### config.mk
export PLATFORM = sky130hd
export DESIGN_NAME = fm_regs_top
export DESIGN_NICKNAME = d
export VERILOG_FILES = /design/src/design/fm_chip_pkg.sv /design/src/design/fm_reg_pkg.sv /design/src/design/fm_cen_div.sv /design/src/design/fm_reg_bank.sv /design/src/design/fm_mmr.sv /design/src/design/fm_timers.sv /design/src/design/fm_regs_top.sv
export SDC_FILE = /design/constraint.sdc
export NUM_CORES = 1
export LEC_CHECK = 0
export BUFFER_PORTS_ARGS = -buffer_cell sky130_fd_sc_hd__buf_4
export CORE_MARGIN = 2
export CORE_UTILIZATION = 60
export CTS_CLUSTER_DIAMETER = 100
export DETAILED_ROUTE_END_ITERATION = 6
export PLACE_DENSITY = 0.78
export SYNTH_ARGS = -nofsm -noshare
export SYNTH_HDL_FRONTEND = slang
export SYNTH_SLANG_ARGS = --single-unit
### constraint.sdc
create_clock -name clk -period 4.3 [get_ports clk]
set_clock_uncertainty 0.15 [all_clocks]
set_input_delay 0.86 -clock clk [delete_from_list [all_inputs] [get_ports clk]]
set_output_delay 0.86 -clock clk [all_outputs]
set_load 0.05 [all_outputs]
### src/design/fm_chip_pkg.sv
// chip dimensions of the fm register interface
// channel and operator counts, scan length
// field widths of the synthesis parameters

package fm_chip_pkg;

    // channel layout
    localparam int NUM_CH   = 6;
    localparam int NUM_OP   = 4;
    localparam int NUM_SLOT = NUM_CH * NUM_OP; // one round of the scanner

    // per-channel frequency fields
    localparam int fnum_w  = 11;
    localparam int block_w = 3;  // octave

    // per-operator level field
    localparam int tl_w = 7;

endpackage

### src/design/fm_reg_pkg.sv
// register map of the fm register interface
// global register numbers
// upper-nibble groups of the channel and operator registers
// register number union, raw byte or group/op/ch fields

package fm_reg_pkg;

    // global registers, bank 0 numbering
    localparam logic [7:0] reg_testym = 8'h21;
    localparam logic [7:0] reg_clka1  = 8'h24; // timer a, upper 8 bits
    localparam logic [7:0] reg_clka2  = 8'h25; // timer a, lower 2 bits
    localparam logic [7:0] reg_clkb   = 8'h26;
    localparam logic [7:0] reg_timer  = 8'h27; // load, flag enable, flag clear
    localparam logic [7:0] reg_kon    = 8'h28;
    localparam logic [7:0] reg_clk_n6 = 8'h2D;
    localparam logic [7:0] reg_clk_n3 = 8'h2E;
    localparam logic [7:0] reg_clk_n2 = 8'h2F;

    // register groups in bits 7:4
    localparam logic [3:0] grp_dt_mul  = 4'h3;
    localparam logic [3:0] grp_tl      = 4'h4;
    // A0 and A4 share a group, bits 3:2 tell them apart
    localparam logic [3:0] grp_fnum_lo = 4'hA;
    localparam logic [3:0] grp_fnum_hi = 4'hA;
    localparam logic [3:0] grp_fb_alg  = 4'hB;

    // one register number seen two ways
    typedef union packed {
        logic [7:0] raw;         // compared against global numbers
        struct packed {
            logic [3:0] group;
            logic [1:0] op;      // 0=S1 1=S3 2=S2 3=S4
            logic [1:0] ch;      // 3 is not a channel
        } slot;
    } reg_num_u;

endpackage

### src/design/fm_cen_div.sv
// synth clock-enable divider
// counts cen pulses up to a selectable limit
// clk_en marks the last cen pulse of each period

`timescale 1ns/1ps

module fm_cen_div (
    input  logic       clk,
    input  logic       rst,
    input  logic       cen,
    input  logic [2:0] ratio_lim, // divide ratio minus one
    output logic       clk_en
);

    logic [2:0] cen_cnt;
    logic       at_lim;

    // >= so a smaller limit written mid-count still wraps at once
    assign at_lim = cen_cnt >= ratio_lim;

    always_ff @(posedge clk) begin
        if (rst) begin
            cen_cnt <= 3'd0;
        end else if (cen) begin
            if (at_lim) begin
                cen_cnt <= 3'd0;
            end else begin
                cen_cnt <= cen_cnt + 3'd1;
            end
        end
    end

    assign clk_en = cen & at_lim; // one clock wide, only in cen cycles

endmodule

### src/design/fm_reg_bank.sv
// channel and operator parameter storage
// shared frequency high-byte latch
// key-on bits per slot
// slot scanner selecting one channel/operator per synth cycle

`timescale 1ns/1ps

module fm_reg_bank import fm_chip_pkg::*, fm_reg_pkg::*; (
    input  logic               clk,
    input  logic               rst,
    input  logic               clk_en,
    input  logic               up_dt_mul,
    input  logic               up_tl,
    input  logic               up_fnum_lo,
    input  logic               up_fnum_hi,
    input  logic               up_fb_alg,
    input  logic               up_keyon,
    input  logic [7:0]         wr_data,
    input  logic [2:0]         wr_ch,
    input  logic [1:0]         wr_op,
    output logic [2:0]         slot_ch,
    output logic [1:0]         slot_op,
    output logic [fnum_w-1:0]  fnum,
    output logic [block_w-1:0] block,
    output logic [2:0]         fb,
    output logic [2:0]         alg,
    output logic [2:0]         dt1,
    output logic [3:0]         mul,
    output logic [tl_w-1:0]    tl,
    output logic               keyon
);

    // per channel
    logic [fnum_w-1:0]  fnum_q  [NUM_CH];
    logic [block_w-1:0] block_q [NUM_CH];
    logic [2:0]         fb_q    [NUM_CH];
    logic [2:0]         alg_q   [NUM_CH];
    // per operator, index op*NUM_CH+ch
    logic [2:0]         dt1_q   [NUM_SLOT];
    logic [3:0]         mul_q   [NUM_SLOT];
    logic [tl_w-1:0]    tl_q    [NUM_SLOT];
    logic [NUM_SLOT-1:0] keyon_q;

    logic [5:0] latch_fnum; // one latch for all channels
    logic [4:0] wr_idx;
    logic [4:0] slot_idx;

    // key-on byte: key bits on top, channel code below
    reg_num_u   kon_byte;
    logic [2:0] kon_ch;
    logic       kon_valid;
    logic [3:0] kon_ops;

    assign wr_idx   = 5'(wr_op) * 5'(NUM_CH) + 5'(wr_ch);
    assign slot_idx = 5'(slot_op) * 5'(NUM_CH) + 5'(slot_ch);

    assign kon_byte.raw = wr_data;
    assign kon_ch    = kon_byte.slot.op[0] ? 3'(NUM_CH / 2) + {1'b0, kon_byte.slot.ch}
                                           : {1'b0, kon_byte.slot.ch};
    assign kon_valid = kon_byte.slot.ch != 2'd3;
    // bits 4..7 are S1,S2,S3,S4; op codes run S1,S3,S2,S4
    assign kon_ops = {kon_byte.slot.group[3], kon_byte.slot.group[1],
                      kon_byte.slot.group[2], kon_byte.slot.group[0]};

    always_ff @(posedge clk) begin
        if (rst) begin
            for (int c = 0; c < NUM_CH; c++) begin
                fnum_q[c]  <= '0;
                block_q[c] <= '0;
                fb_q[c]    <= '0;
                alg_q[c]   <= '0;
            end
            for (int s = 0; s < NUM_SLOT; s++) begin
                dt1_q[s] <= '0;
                mul_q[s] <= '0;
                tl_q[s]  <= '0;
            end
            keyon_q    <= '0;
            latch_fnum <= '0;
        end else begin
            if (up_fnum_hi) latch_fnum <= wr_data[5:0];
            if (up_fnum_lo) {block_q[wr_ch], fnum_q[wr_ch]} <= {latch_fnum, wr_data};
            if (up_fb_alg) begin
                fb_q[wr_ch]  <= wr_data[5:3];
                alg_q[wr_ch] <= wr_data[2:0];
            end
            if (up_dt_mul) begin
                dt1_q[wr_idx] <= wr_data[6:4];
                mul_q[wr_idx] <= wr_data[3:0];
            end
            if (up_tl) tl_q[wr_idx] <= wr_data[tl_w-1:0];
            if (up_keyon && kon_valid) begin
                for (int o = 0; o < NUM_OP; o++) begin
                    keyon_q[o * NUM_CH + int'(kon_ch)] <= kon_ops[o];
                end
            end
        end
    end

    // channels within an op, then the next op
    always_ff @(posedge clk) begin
        if (rst) begin
            slot_ch <= 3'd0;
            slot_op <= 2'd0;
        end else if (clk_en) begin
            if (slot_ch == 3'(NUM_CH - 1)) begin
                slot_ch <= 3'd0;
                slot_op <= (slot_op == 2'(NUM_OP - 1)) ? 2'd0 : slot_op + 2'd1;
            end else begin
                slot_ch <= slot_ch + 3'd1;
            end
        end
    end

    assign fnum  = fnum_q[slot_ch];
    assign block = block_q[slot_ch];
    assign fb    = fb_q[slot_ch];
    assign alg   = alg_q[slot_ch];
    assign dt1   = dt1_q[slot_idx];
    assign mul   = mul_q[slot_idx];
    assign tl    = tl_q[slot_idx];
    assign keyon = keyon_q[slot_idx];

endmodule

### src/design/fm_mmr.sv
// host side of the fm register interface
// address latch and register decoding
// timer and divider-ratio registers
// busy counter and one-clock update strobes
// contains the clock-enable divider and the register bank

`timescale 1ns/1ps

module fm_mmr import fm_chip_pkg::*, fm_reg_pkg::*; #(
    parameter int BUSY_LEN = 32
) (
    input  logic               clk,
    input  logic               rst,
    input  logic               cen,
    input  logic               write,
    input  logic [7:0]         din,
    input  logic [1:0]         addr,
    output logic               clk_en,
    output logic               busy,
    output logic [9:0]         value_a,
    output logic [7:0]         value_b,
    output logic               load_a,
    output logic               load_b,
    output logic               en_flag_a,
    output logic               en_flag_b,
    output logic               clr_flag_a,
    output logic               clr_flag_b,
    output logic [2:0]         slot_ch,
    output logic [1:0]         slot_op,
    output logic [fnum_w-1:0]  fnum,
    output logic [block_w-1:0] block,
    output logic [2:0]         fb,
    output logic [2:0]         alg,
    output logic [2:0]         dt1,
    output logic [3:0]         mul,
    output logic [tl_w-1:0]    tl,
    output logic               keyon
);

    reg_num_u   sel_reg;     // last register number written
    logic [2:0] ratio_lim;
    logic       old_write;
    logic [4:0] busy_cnt;
    logic       data_wr;
    logic [2:0] target_ch;

    logic dec_dt_mul, dec_tl, dec_fnum_lo, dec_fnum_hi, dec_fb_alg, dec_keyon;

    // held write for the bank
    logic [7:0] data_q;
    logic [2:0] data_ch;
    logic [1:0] data_op;
    logic up_dt_mul, up_tl, up_fnum_lo, up_fnum_hi, up_fb_alg, up_keyon;

    assign data_wr = write & addr[0];

    // addr[1] picks channels 3..5
    assign target_ch = addr[1] ? 3'(NUM_CH / 2) + {1'b0, sel_reg.slot.ch}
                               : {1'b0, sel_reg.slot.ch};

    always_comb begin
        dec_dt_mul  = 1'b0;
        dec_tl      = 1'b0;
        dec_fnum_lo = 1'b0;
        dec_fnum_hi = 1'b0;
        dec_fb_alg  = 1'b0;
        dec_keyon   = sel_reg.raw == reg_kon;
        if (sel_reg.slot.ch != 2'd3) begin // no fourth channel per bank
            dec_dt_mul  = sel_reg.slot.group == grp_dt_mul;
            dec_tl      = sel_reg.slot.group == grp_tl;
            dec_fnum_lo = sel_reg.slot.group == grp_fnum_lo && sel_reg.slot.op == 2'd0;
            dec_fnum_hi = sel_reg.slot.group == grp_fnum_hi && sel_reg.slot.op == 2'd1;
            dec_fb_alg  = sel_reg.slot.group == grp_fb_alg && sel_reg.slot.op == 2'd0;
        end
    end

    // global registers, written on the sampling edge
    always_ff @(posedge clk) begin
        if (rst) begin
            sel_reg.raw <= 8'h00;
            ratio_lim   <= 3'd5;   // divide by 6
            value_a     <= '0;
            value_b     <= '0;
            {clr_flag_b, clr_flag_a, en_flag_b, en_flag_a, load_b, load_a} <= 6'd0;
        end else if (write) begin
            if (!addr[0]) begin
                sel_reg.raw <= din;
            end else begin
                case (sel_reg.raw)
                    reg_testym: ;                      // test bits not kept
                    reg_clka1:  value_a[9:2] <= din;
                    reg_clka2:  value_a[1:0] <= din[1:0];
                    reg_clkb:   value_b      <= din;
                    reg_timer: begin
                        {clr_flag_b, clr_flag_a, en_flag_b, en_flag_a, load_b, load_a}
                            <= din[5:0];
                    end
                    reg_clk_n6: ratio_lim <= 3'd5;
                    reg_clk_n3: ratio_lim <= 3'd2;
                    reg_clk_n2: ratio_lim <= 3'd1;
                    default: ;
                endcase
            end
        end else if (clk_en) begin
            // flag clears last until the next synth cycle
            clr_flag_a <= 1'b0;
            clr_flag_b <= 1'b0;
        end
    end

    // strobes one clock after the data write
    always_ff @(posedge clk) begin
        if (rst) begin
            up_dt_mul  <= 1'b0;
            up_tl      <= 1'b0;
            up_fnum_lo <= 1'b0;
            up_fnum_hi <= 1'b0;
            up_fb_alg  <= 1'b0;
            up_keyon   <= 1'b0;
        end else begin
            up_dt_mul  <= data_wr & dec_dt_mul;
            up_tl      <= data_wr & dec_tl;
            up_fnum_lo <= data_wr & dec_fnum_lo;
            up_fnum_hi <= data_wr & dec_fnum_hi;
            up_fb_alg  <= data_wr & dec_fb_alg;
            up_keyon   <= data_wr & dec_keyon;
        end
    end

    always_ff @(posedge clk) begin
        if (data_wr) begin
            data_q  <= din;
            data_ch <= target_ch;
            data_op <= sel_reg.slot.op;
        end
    end

    // busy counts synth cycles from the rising edge of a data write
    always_ff @(posedge clk) begin
        if (rst) begin
            old_write <= 1'b0;
            busy      <= 1'b0;
            busy_cnt  <= 5'd0;
        end else begin
            old_write <= write;
            if (!old_write && data_wr) begin
                busy     <= 1'b1;
                busy_cnt <= 5'd0;
            end else if (clk_en && busy) begin
                if (busy_cnt == 5'(BUSY_LEN - 1)) begin
                    busy <= 1'b0;
                end
                busy_cnt <= busy_cnt + 5'd1;
            end
        end
    end

    fm_cen_div cen_div_i (
        .clk       (clk),
        .rst       (rst),
        .cen       (cen),
        .ratio_lim (ratio_lim),
        .clk_en    (clk_en)
    );

    fm_reg_bank reg_bank_i (
        .clk        (clk),
        .rst        (rst),
        .clk_en     (clk_en),
        .up_dt_mul  (up_dt_mul),
        .up_tl      (up_tl),
        .up_fnum_lo (up_fnum_lo),
        .up_fnum_hi (up_fnum_hi),
        .up_fb_alg  (up_fb_alg),
        .up_keyon   (up_keyon),
        .wr_data    (data_q),
        .wr_ch      (data_ch),
        .wr_op      (data_op),
        .slot_ch    (slot_ch),
        .slot_op    (slot_op),
        .fnum       (fnum),
        .block      (block),
        .fb         (fb),
        .alg        (alg),
        .dt1        (dt1),
        .mul        (mul),
        .tl         (tl),
        .keyon      (keyon)
    );

endmodule

### src/design/fm_timers.sv
// timer a (10 bit) and timer b (8 bit)
// reloadable up-counters on the synth clock enable
// timer b prescaler of 16 synth cycles
// overflow flags and active-low interrupt

`timescale 1ns/1ps

module fm_timers (
    input  logic       clk,
    input  logic       rst,
    input  logic       clk_en,
    input  logic [9:0] value_a,
    input  logic [7:0] value_b,
    input  logic       load_a,
    input  logic       load_b,
    input  logic       en_flag_a,
    input  logic       en_flag_b,
    input  logic       clr_flag_a,
    input  logic       clr_flag_b,
    output logic       flag_a,
    output logic       flag_b,
    output logic       irq_n
);

    logic [9:0] cnt_a;
    logic [7:0] cnt_b;
    logic [3:0] pre_b;  // free running
    logic       tick_b;

    assign tick_b = clk_en && pre_b == 4'hF;

    always_ff @(posedge clk) begin
        if (rst) begin
            pre_b <= 4'd0;
        end else if (clk_en) begin
            pre_b <= pre_b + 4'd1;
        end
    end

    // counter sits at the reload value until load goes high
    always_ff @(posedge clk) begin
        if (rst) begin
            cnt_a  <= 10'd0;
            flag_a <= 1'b0;
        end else begin
            if (!load_a) begin
                cnt_a <= value_a;
            end else if (clk_en) begin
                cnt_a <= (cnt_a == 10'h3FF) ? value_a : cnt_a + 10'd1;
            end
            if (clr_flag_a) flag_a <= 1'b0;
            else if (load_a && clk_en && cnt_a == 10'h3FF && en_flag_a) flag_a <= 1'b1;
        end
    end

    always_ff @(posedge clk) begin
        if (rst) begin
            cnt_b  <= 8'd0;
            flag_b <= 1'b0;
        end else begin
            if (!load_b) begin
                cnt_b <= value_b;
            end else if (tick_b) begin
                cnt_b <= (cnt_b == 8'hFF) ? value_b : cnt_b + 8'd1;
            end
            if (clr_flag_b) flag_b <= 1'b0;
            else if (load_b && tick_b && cnt_b == 8'hFF && en_flag_b) flag_b <= 1'b1;
        end
    end

    assign irq_n = ~(flag_a | flag_b);

endmodule

### src/design/fm_regs_top.sv
// top level of the fm register interface
// host register block with divider, bank and busy
// timers a and b with interrupt

`timescale 1ns/1ps

module fm_regs_top import fm_chip_pkg::*; #(
    parameter int BUSY_LEN = 32 // synth cycles of busy per data write
) (
    input  logic               clk,
    input  logic               rst,
    input  logic               cen,
    input  logic               write,
    input  logic [7:0]         din,
    input  logic [1:0]         addr,
    output logic               busy,
    output logic               clk_en,
    output logic               irq_n,
    output logic               flag_a,
    output logic               flag_b,
    output logic [2:0]         slot_ch,
    output logic [1:0]         slot_op,
    output logic [fnum_w-1:0]  fnum,
    output logic [block_w-1:0] block,
    output logic [2:0]         fb,
    output logic [2:0]         alg,
    output logic [2:0]         dt1,
    output logic [3:0]         mul,
    output logic [tl_w-1:0]    tl,
    output logic               keyon
);

    logic [9:0] value_a;
    logic [7:0] value_b;
    logic load_a, load_b;
    logic en_flag_a, en_flag_b;
    logic clr_flag_a, clr_flag_b;

    fm_mmr #(
        .BUSY_LEN (BUSY_LEN)
    ) mmr_i (
        .clk        (clk),
        .rst        (rst),
        .cen        (cen),
        .write      (write),
        .din        (din),
        .addr       (addr),
        .clk_en     (clk_en),
        .busy       (busy),
        .value_a    (value_a),
        .value_b    (value_b),
        .load_a     (load_a),
        .load_b     (load_b),
        .en_flag_a  (en_flag_a),
        .en_flag_b  (en_flag_b),
        .clr_flag_a (clr_flag_a),
        .clr_flag_b (clr_flag_b),
        .slot_ch    (slot_ch),
        .slot_op    (slot_op),
        .fnum       (fnum),
        .block      (block),
        .fb         (fb),
        .alg        (alg),
        .dt1        (dt1),
        .mul        (mul),
        .tl         (tl),
        .keyon      (keyon)
    );

    fm_timers timers_i (
        .clk        (clk),
        .rst        (rst),
        .clk_en     (clk_en),
        .value_a    (value_a),
        .value_b    (value_b),
        .load_a     (load_a),
        .load_b     (load_b),
        .en_flag_a  (en_flag_a),
        .en_flag_b  (en_flag_b),
        .clr_flag_a (clr_flag_a),
        .clr_flag_b (clr_flag_b),
        .flag_a     (flag_a),
        .flag_b     (flag_b),
        .irq_n      (irq_n)
    );

endmodule

### Word level (Yosys, flattened, before mapping)

Memories as Yosys holds them, arrays and structs flattened. A register that Yosys moved wholly into a read port is not among the register bits.
Index checks and enable logic that the tools add are counted.

* RAM bits: 372
* bits in registers: 207
* memories: 5
* input bits: 14

Memory list
* mmr_i.reg_bank_i.tl_q: words 24, bits a word 7, read ports 1, clocked after memory_dff 0, write ports 24, RTL line fm_reg_bank.sv:41 `logic [tl_w-1:0] tl_q [NUM_SLOT];`
* mmr_i.reg_bank_i.mul_q: words 24, bits a word 4, read ports 1, clocked after memory_dff 0, write ports 24, RTL line fm_reg_bank.sv:40 `logic [3:0] mul_q [NUM_SLOT];`
* mmr_i.reg_bank_i.dt1_q: words 24, bits a word 3, read ports 1, clocked after memory_dff 0, write ports 24, RTL line fm_reg_bank.sv:39 `logic [2:0] dt1_q [NUM_SLOT];`
* mmr_i.reg_bank_i.alg_q: words 6, bits a word 3, read ports 1, clocked after memory_dff 1, write ports 6, RTL line fm_reg_bank.sv:37 `logic [2:0] alg_q [NUM_CH];`
* mmr_i.reg_bank_i.fb_q: words 6, bits a word 3, read ports 1, clocked after memory_dff 1, write ports 6, RTL line fm_reg_bank.sv:36 `logic [2:0] fb_q [NUM_CH];`

* add/subtract/negate cells: 14
* mux-type cells: 83
* order comparisons: 13
* equality and inequality tests: 25
* bitwise gates (word level): 13
* multiply operators: 2
* reductions and logical operators: 41

Operator list (number)
* $bwmux W24: 4
* $bwmux W66: 1
* $eq A8 B6 Y1 const B: 8
* $mux W3: 15
* $mux W1: 36
* $bmux W11 S3: 1
* $demux W11 S3: 1
* $mux W11: 3
* $mux W10: 3
* $mux W8: 3
* $bwmux W18: 1
* $logic_and A1 B1 Y1: 18
* $reduce_and A3 Y1: 6
* $demux W1 S5: 3
* $mux W5: 3
* $eq A4 B4 Y1 const B: 3
* $lt A5 B6 Y1 const B: 2
* $add A10 B1 Y10 const B: 1
* $add A5 B3 Y5: 2
* $eq A10 B10 Y1 const B: 1
* $bmux W3 S3: 1
* $demux W3 S3: 1
* $pmux W3 S3: 1
* $reduce_or A3 Y1: 3
* other kinds (46): 70

### Depth between registers and ports, before layout

* depth after elaboration: 10
* depth in mapped cells: 14

### Modules after synthesis

Synthesis repeated with hierarchy kept, for this count alone.

* cell total of the unflattened synthesis: 2533
* area total of the unflattened synthesis: 32432.4 um^2

By module, submodules not included
* fm_reg_bank: area each 28155.8 um^2, seq. area each 17336.6 um^2, times used 1, cells an instance 2112
* fm_mmr: area each 2467.4 um^2, seq. area each 1351.3 um^2, times used 1, cells an instance 212
* fm_timers: area each 1577.8 um^2, seq. area each 480.5 um^2, times used 1, cells an instance 183
* fm_cen_div: area each 231.5 um^2, seq. area each 60.1 um^2, times used 1, cells an instance 26

### Worst setup path before layout

Ideal clock, no wire load.

* path type: reg2out
* start point: reg mmr_i.reg_bank_i.slot_op[0]
* end point: out mul[3]
* data required time: 3.290 ns
* data arrival time: 3.755 ns
* slack: -0.465 ns
* path buffers: 2
* stages on the path, launching flop included: 10
* path through: dfxtp_1 > inv_1 > ha_1 > inv_1 > fa_1 > clkbuf_1 > clkbuf_1 > a21oi_1 > a32o_1 > a221oi_1

* longest elaborated chain between the ends: 3

RTL lines
* start: declaration: RTL line fm_reg_bank.sv:22 `output logic [1:0] slot_op,`
* start signal: assignment: RTL line fm_reg_bank.sv:108 `slot_op <= (slot_op == 2'(NUM_OP - 1)) ? 2'd0 : slot_op + 2'd1;`
* $mul A2 B2 Y4: RTL line fm_reg_bank.sv:55 `assign slot_idx = 5'(slot_op) * 5'(NUM_CH) + 5'(slot_ch);`
* $add A5 B3 Y5: RTL line fm_reg_bank.sv:55
* $mem_v2 Z24 W4
* end: declaration: RTL line fm_regs_top.sv:28 `output logic [3:0] mul,`

Every way passes these cells.

### Final worst setup path

* start point: reg mmr_i.reg_bank_i.slot_op[0]
* end point: out mul[1]

Same word-level chain as after synthesis.

==> impl_results.md <==
- Worst EP arrival: 3430 ps
- R2r setup slk: 420 ps
- DR pass1 iterations: 7
- GRT overflow: 0
- Nature of the critical path startpoint: register
- Largest net degree at the start of global routing: 97
- CP max stage delay: ~580 ps
- Final setup margin: -143 ps
- CTS Buf Count: around 70
- Yosys cell types: 78
- 1st-iter DRT viols: between 2k and 2.5k
- WHS Endpoint: timers_i.flag_b$_SDFFE_PP0P_
- Die Area: 0.0552 sq mm
- Pre-CTS setup slack: between 200 and 300 ps
- # port buffers: 58
- DR vias/cell: 6.41
- Hold Crit Class: register to register
- Placed cells: 3158
- Final nets: 2602
- Reg power frac: 51.6%
- Biggest regs: mmr_i.reg_bank_i.tl_q (224), mmr_i.reg_bank_i.mul_q (128), mmr_i.reg_bank_i.dt1_q (96)
- Reg clk slew, reported paths: roughly 60 ps
- Io pins: 59
- R2R Path Start: mmr_i.data_op[1]$_DFFE_PP_
- Slew headroom: 13.6%
- DRC: 0
- Mapped Area: about 0.032 sq mm
- R2r worst-path depth: 8
- Tmin final: 4440 ps
- Logic pwr share: 4.5%
- HP Start: mmr_i.clr_flag_b$_SDFFE_PP0P_
- CP required: around 3300 ps
- CTS Buffer Depth: 3
- Num Clock Sinks: ~700
- Dpl hpwl: 52.2 mm
- CTS hold repair buffers: 0
- Crit Path Class: register to output port
- Antenna diode count: 0
- Max Freq: 0.225 GHz
- Layout overhead on the synthesized area: 12.5%
- Starting Density: 60.8%
- Crit-path max FO: 8
- Unrepaired setup endpoints after global routing: true
- Hold Vio Cnt, Final: 0
- Switch Pwr: 3.18 mW
- Final period util: 103%
- Fraction of registers with async set/reset: 0%
- Biggest register: mmr_i.reg_bank_i.tl_q
- Core area: between 0.05 and 0.06 sq mm
- Crit path max-delay cell type: fa_2
- Worst Hold Depth: 1
- Finished Layout Cells: 3305
- Syn. warnings: 0
- Measured slew at the worst slew-check pin: between 1000 and 1500 ps
- Post-synth EDFFs: slightly above 500
- Final ANT Viol Nets: 0
- Max-slew violations: 0
- Root cell of the clock tree: clkbuf_16
- Cell leakage power: 12.1 nW
- Layout cells sized above 1: 20.1%
- First-pass GRT wire length: between 100 and 150 mm
- Crit path cell chain: inv_4 > ha_4 > inv_4 > fa_2 > buf_12 > buf_12 > buf_16 > mux4_2 > mux2i_1 > o22ai_2 > a221o_1 > buf_6
- Internal power: 11.3 mW
- Routability cong.: 0.929
- Number of global-route vias before repair: about 21k
- Cells after Synth: 2537
- Failing checks: negative setup slack
- Max-cap viol count: 0
- Syn Area/Cell: 12.6 sq um
- Sw frac: 21.9%
- Part of the Yosys area used for sequential elements: 60.1%
- FP Rows: 84
- Die Height: 235 um
- Total number of vias: 21.2k
- Status: complete, but fails checks
- Power per cell area: 402 mW/mm^2
- R2R Path End: mmr_i.reg_bank_i.dt1_q[0][1]$_SDFFCE_PN0P_
- Setup violations, final: 7
- Commonest non-fill, non-tap cells in the layout: edfxtp_1 (509), nand2_1 (290), and2_1 (268)
- Worst VDD drop: between 300 and 400 uV
- Die width: between 200 and 250 um
- Clk pwr share: a little over two fifths
- CTS tree: built
- Initial antenna violation count: 0
- Final wirelength: 81.6 mm
- Crit. End Element: output port
- Final Util: 68.4%
- Max FFs per register: 224
- Skew-Pair Late Insertion Delay: 610 ps
- Detail-routed net length per standard cell: approximately 25 um
- Synthesized flop and latch total: ~710
- Synthesized Nets: between 2k and 3k
- Commonest register cell after synthesis: edfxtp_1
- Gr usage total: 29.5%
- Commonest non-fill, non-tap cell in the layout: edfxtp_1
- Htree depth: 3
final cells by class:
cell class,instances,area [sq um]
sequential,706,19200
inverter,40,155
clock inverter,35,329
tap,688,861
clock buffer,98,2060
fill,3486,16600
timing repair buffer,138,1330
multi-input combinational,1600,12100
kinds of logic after synthesis:
family	after synthesis	synth area share (%)
flops	706	60.1
simple gates	1014	16.1
xor+xnor	13	0.461
mux	241	13.3
compound gates	302	5.72
buf+inv	231	3.15
fa+ha+maj	30	1.22
synthesized netlist by cell type, drive strengths merged, types with 40 or more instances:
cell type	instances	area share [%]
nand2	290	3.4
inv	40	0.47
nor3	126	2.0
buf	63	1.2
edfxtp	509	48
nor2	123	1.4
clkbuf	128	1.5
mux2i	70	2.2
and2	269	5.3
mux4	144	10
dfxtp	197	12
or2	58	1.1
a21oi	164	2.6
nand3	58	0.91
metrics by stage:
step           hold slack [ps]  power, mW  instance area, sq um  TNS, ps
2_1_floorplan              252       8.00                 32100        0
3_3_place_gp               261       8.23                 33100        0
3_5_place_dp               259       8.25                 33100        0
4_1_cts                    271       14.5                 35900     -657
5_1_grt                    299       14.8                 36000    -1290
6_report                   271       14.5                 36000     -754
critical path: cells and delay by family, from the launching register on:
| kind | cells | cell delay [ps] |
|---|---|---|
| buf+inv | 6 | 680 |
| flops | 1 | 360 |
| compound gates | 2 | 480 |
| mux | 2 | 470 |
| fa+ha+maj | 2 | 850 |
per-layer routing:
layer	wire [um]	part of all wire, %	global-route usage [%]	vias up
met5	0	0	0	-
met4	2900	3.6	10.2	0
met3	6360	7.8	4.91	195
met2	40200	49	48.7	1090
met1	32100	39	40.0	10600
li1	-	-	-	9346
worst max-delay path by stage:
stage / start / endpoint / slack [ps]
after CTS: mmr_i.reg_bank_i.slot_op[0]$_SDFFE_PP0P_ / mul[1] / -110
after detailed placement: mmr_i.reg_bank_i.slot_op[0]$_SDFFE_PP0P_ / tl[4] / 290
after floorplan: mmr_i.reg_bank_i.slot_op[0]$_SDFFE_PP0P_ / dt1[0] / 180
after global routing: mmr_i.reg_bank_i.slot_op[0]$_SDFFE_PP0P_ / mul[1] / -200
after global placement: mmr_i.reg_bank_i.slot_op[0]$_SDFFE_PP0P_ / tl[6] / 370
final: mmr_i.reg_bank_i.slot_op[0]$_SDFFE_PP0P_ / mul[1] / -140
power groups by stage:
stage / clock network [mW] / registers [mW] / logic (mW)
after CTS: 6.37 / 7.48 / 0.637
after global routing: 6.65 / 7.49 / 0.688
after global placement: 0 / 7.62 / 0.608
after floorplan: 0 / 7.59 / 0.411
after detailed placement: 0 / 7.62 / 0.626
final: 6.36 / 7.48 / 0.651
timing repair:
action,in CTS,in global routing
buffers inserted,5,4
endpoints found under the setup margin,15,14
cloned,6,0
pin swaps,12,11
gates resized for setup,46,23
Power figures use the tool's default switching activity.
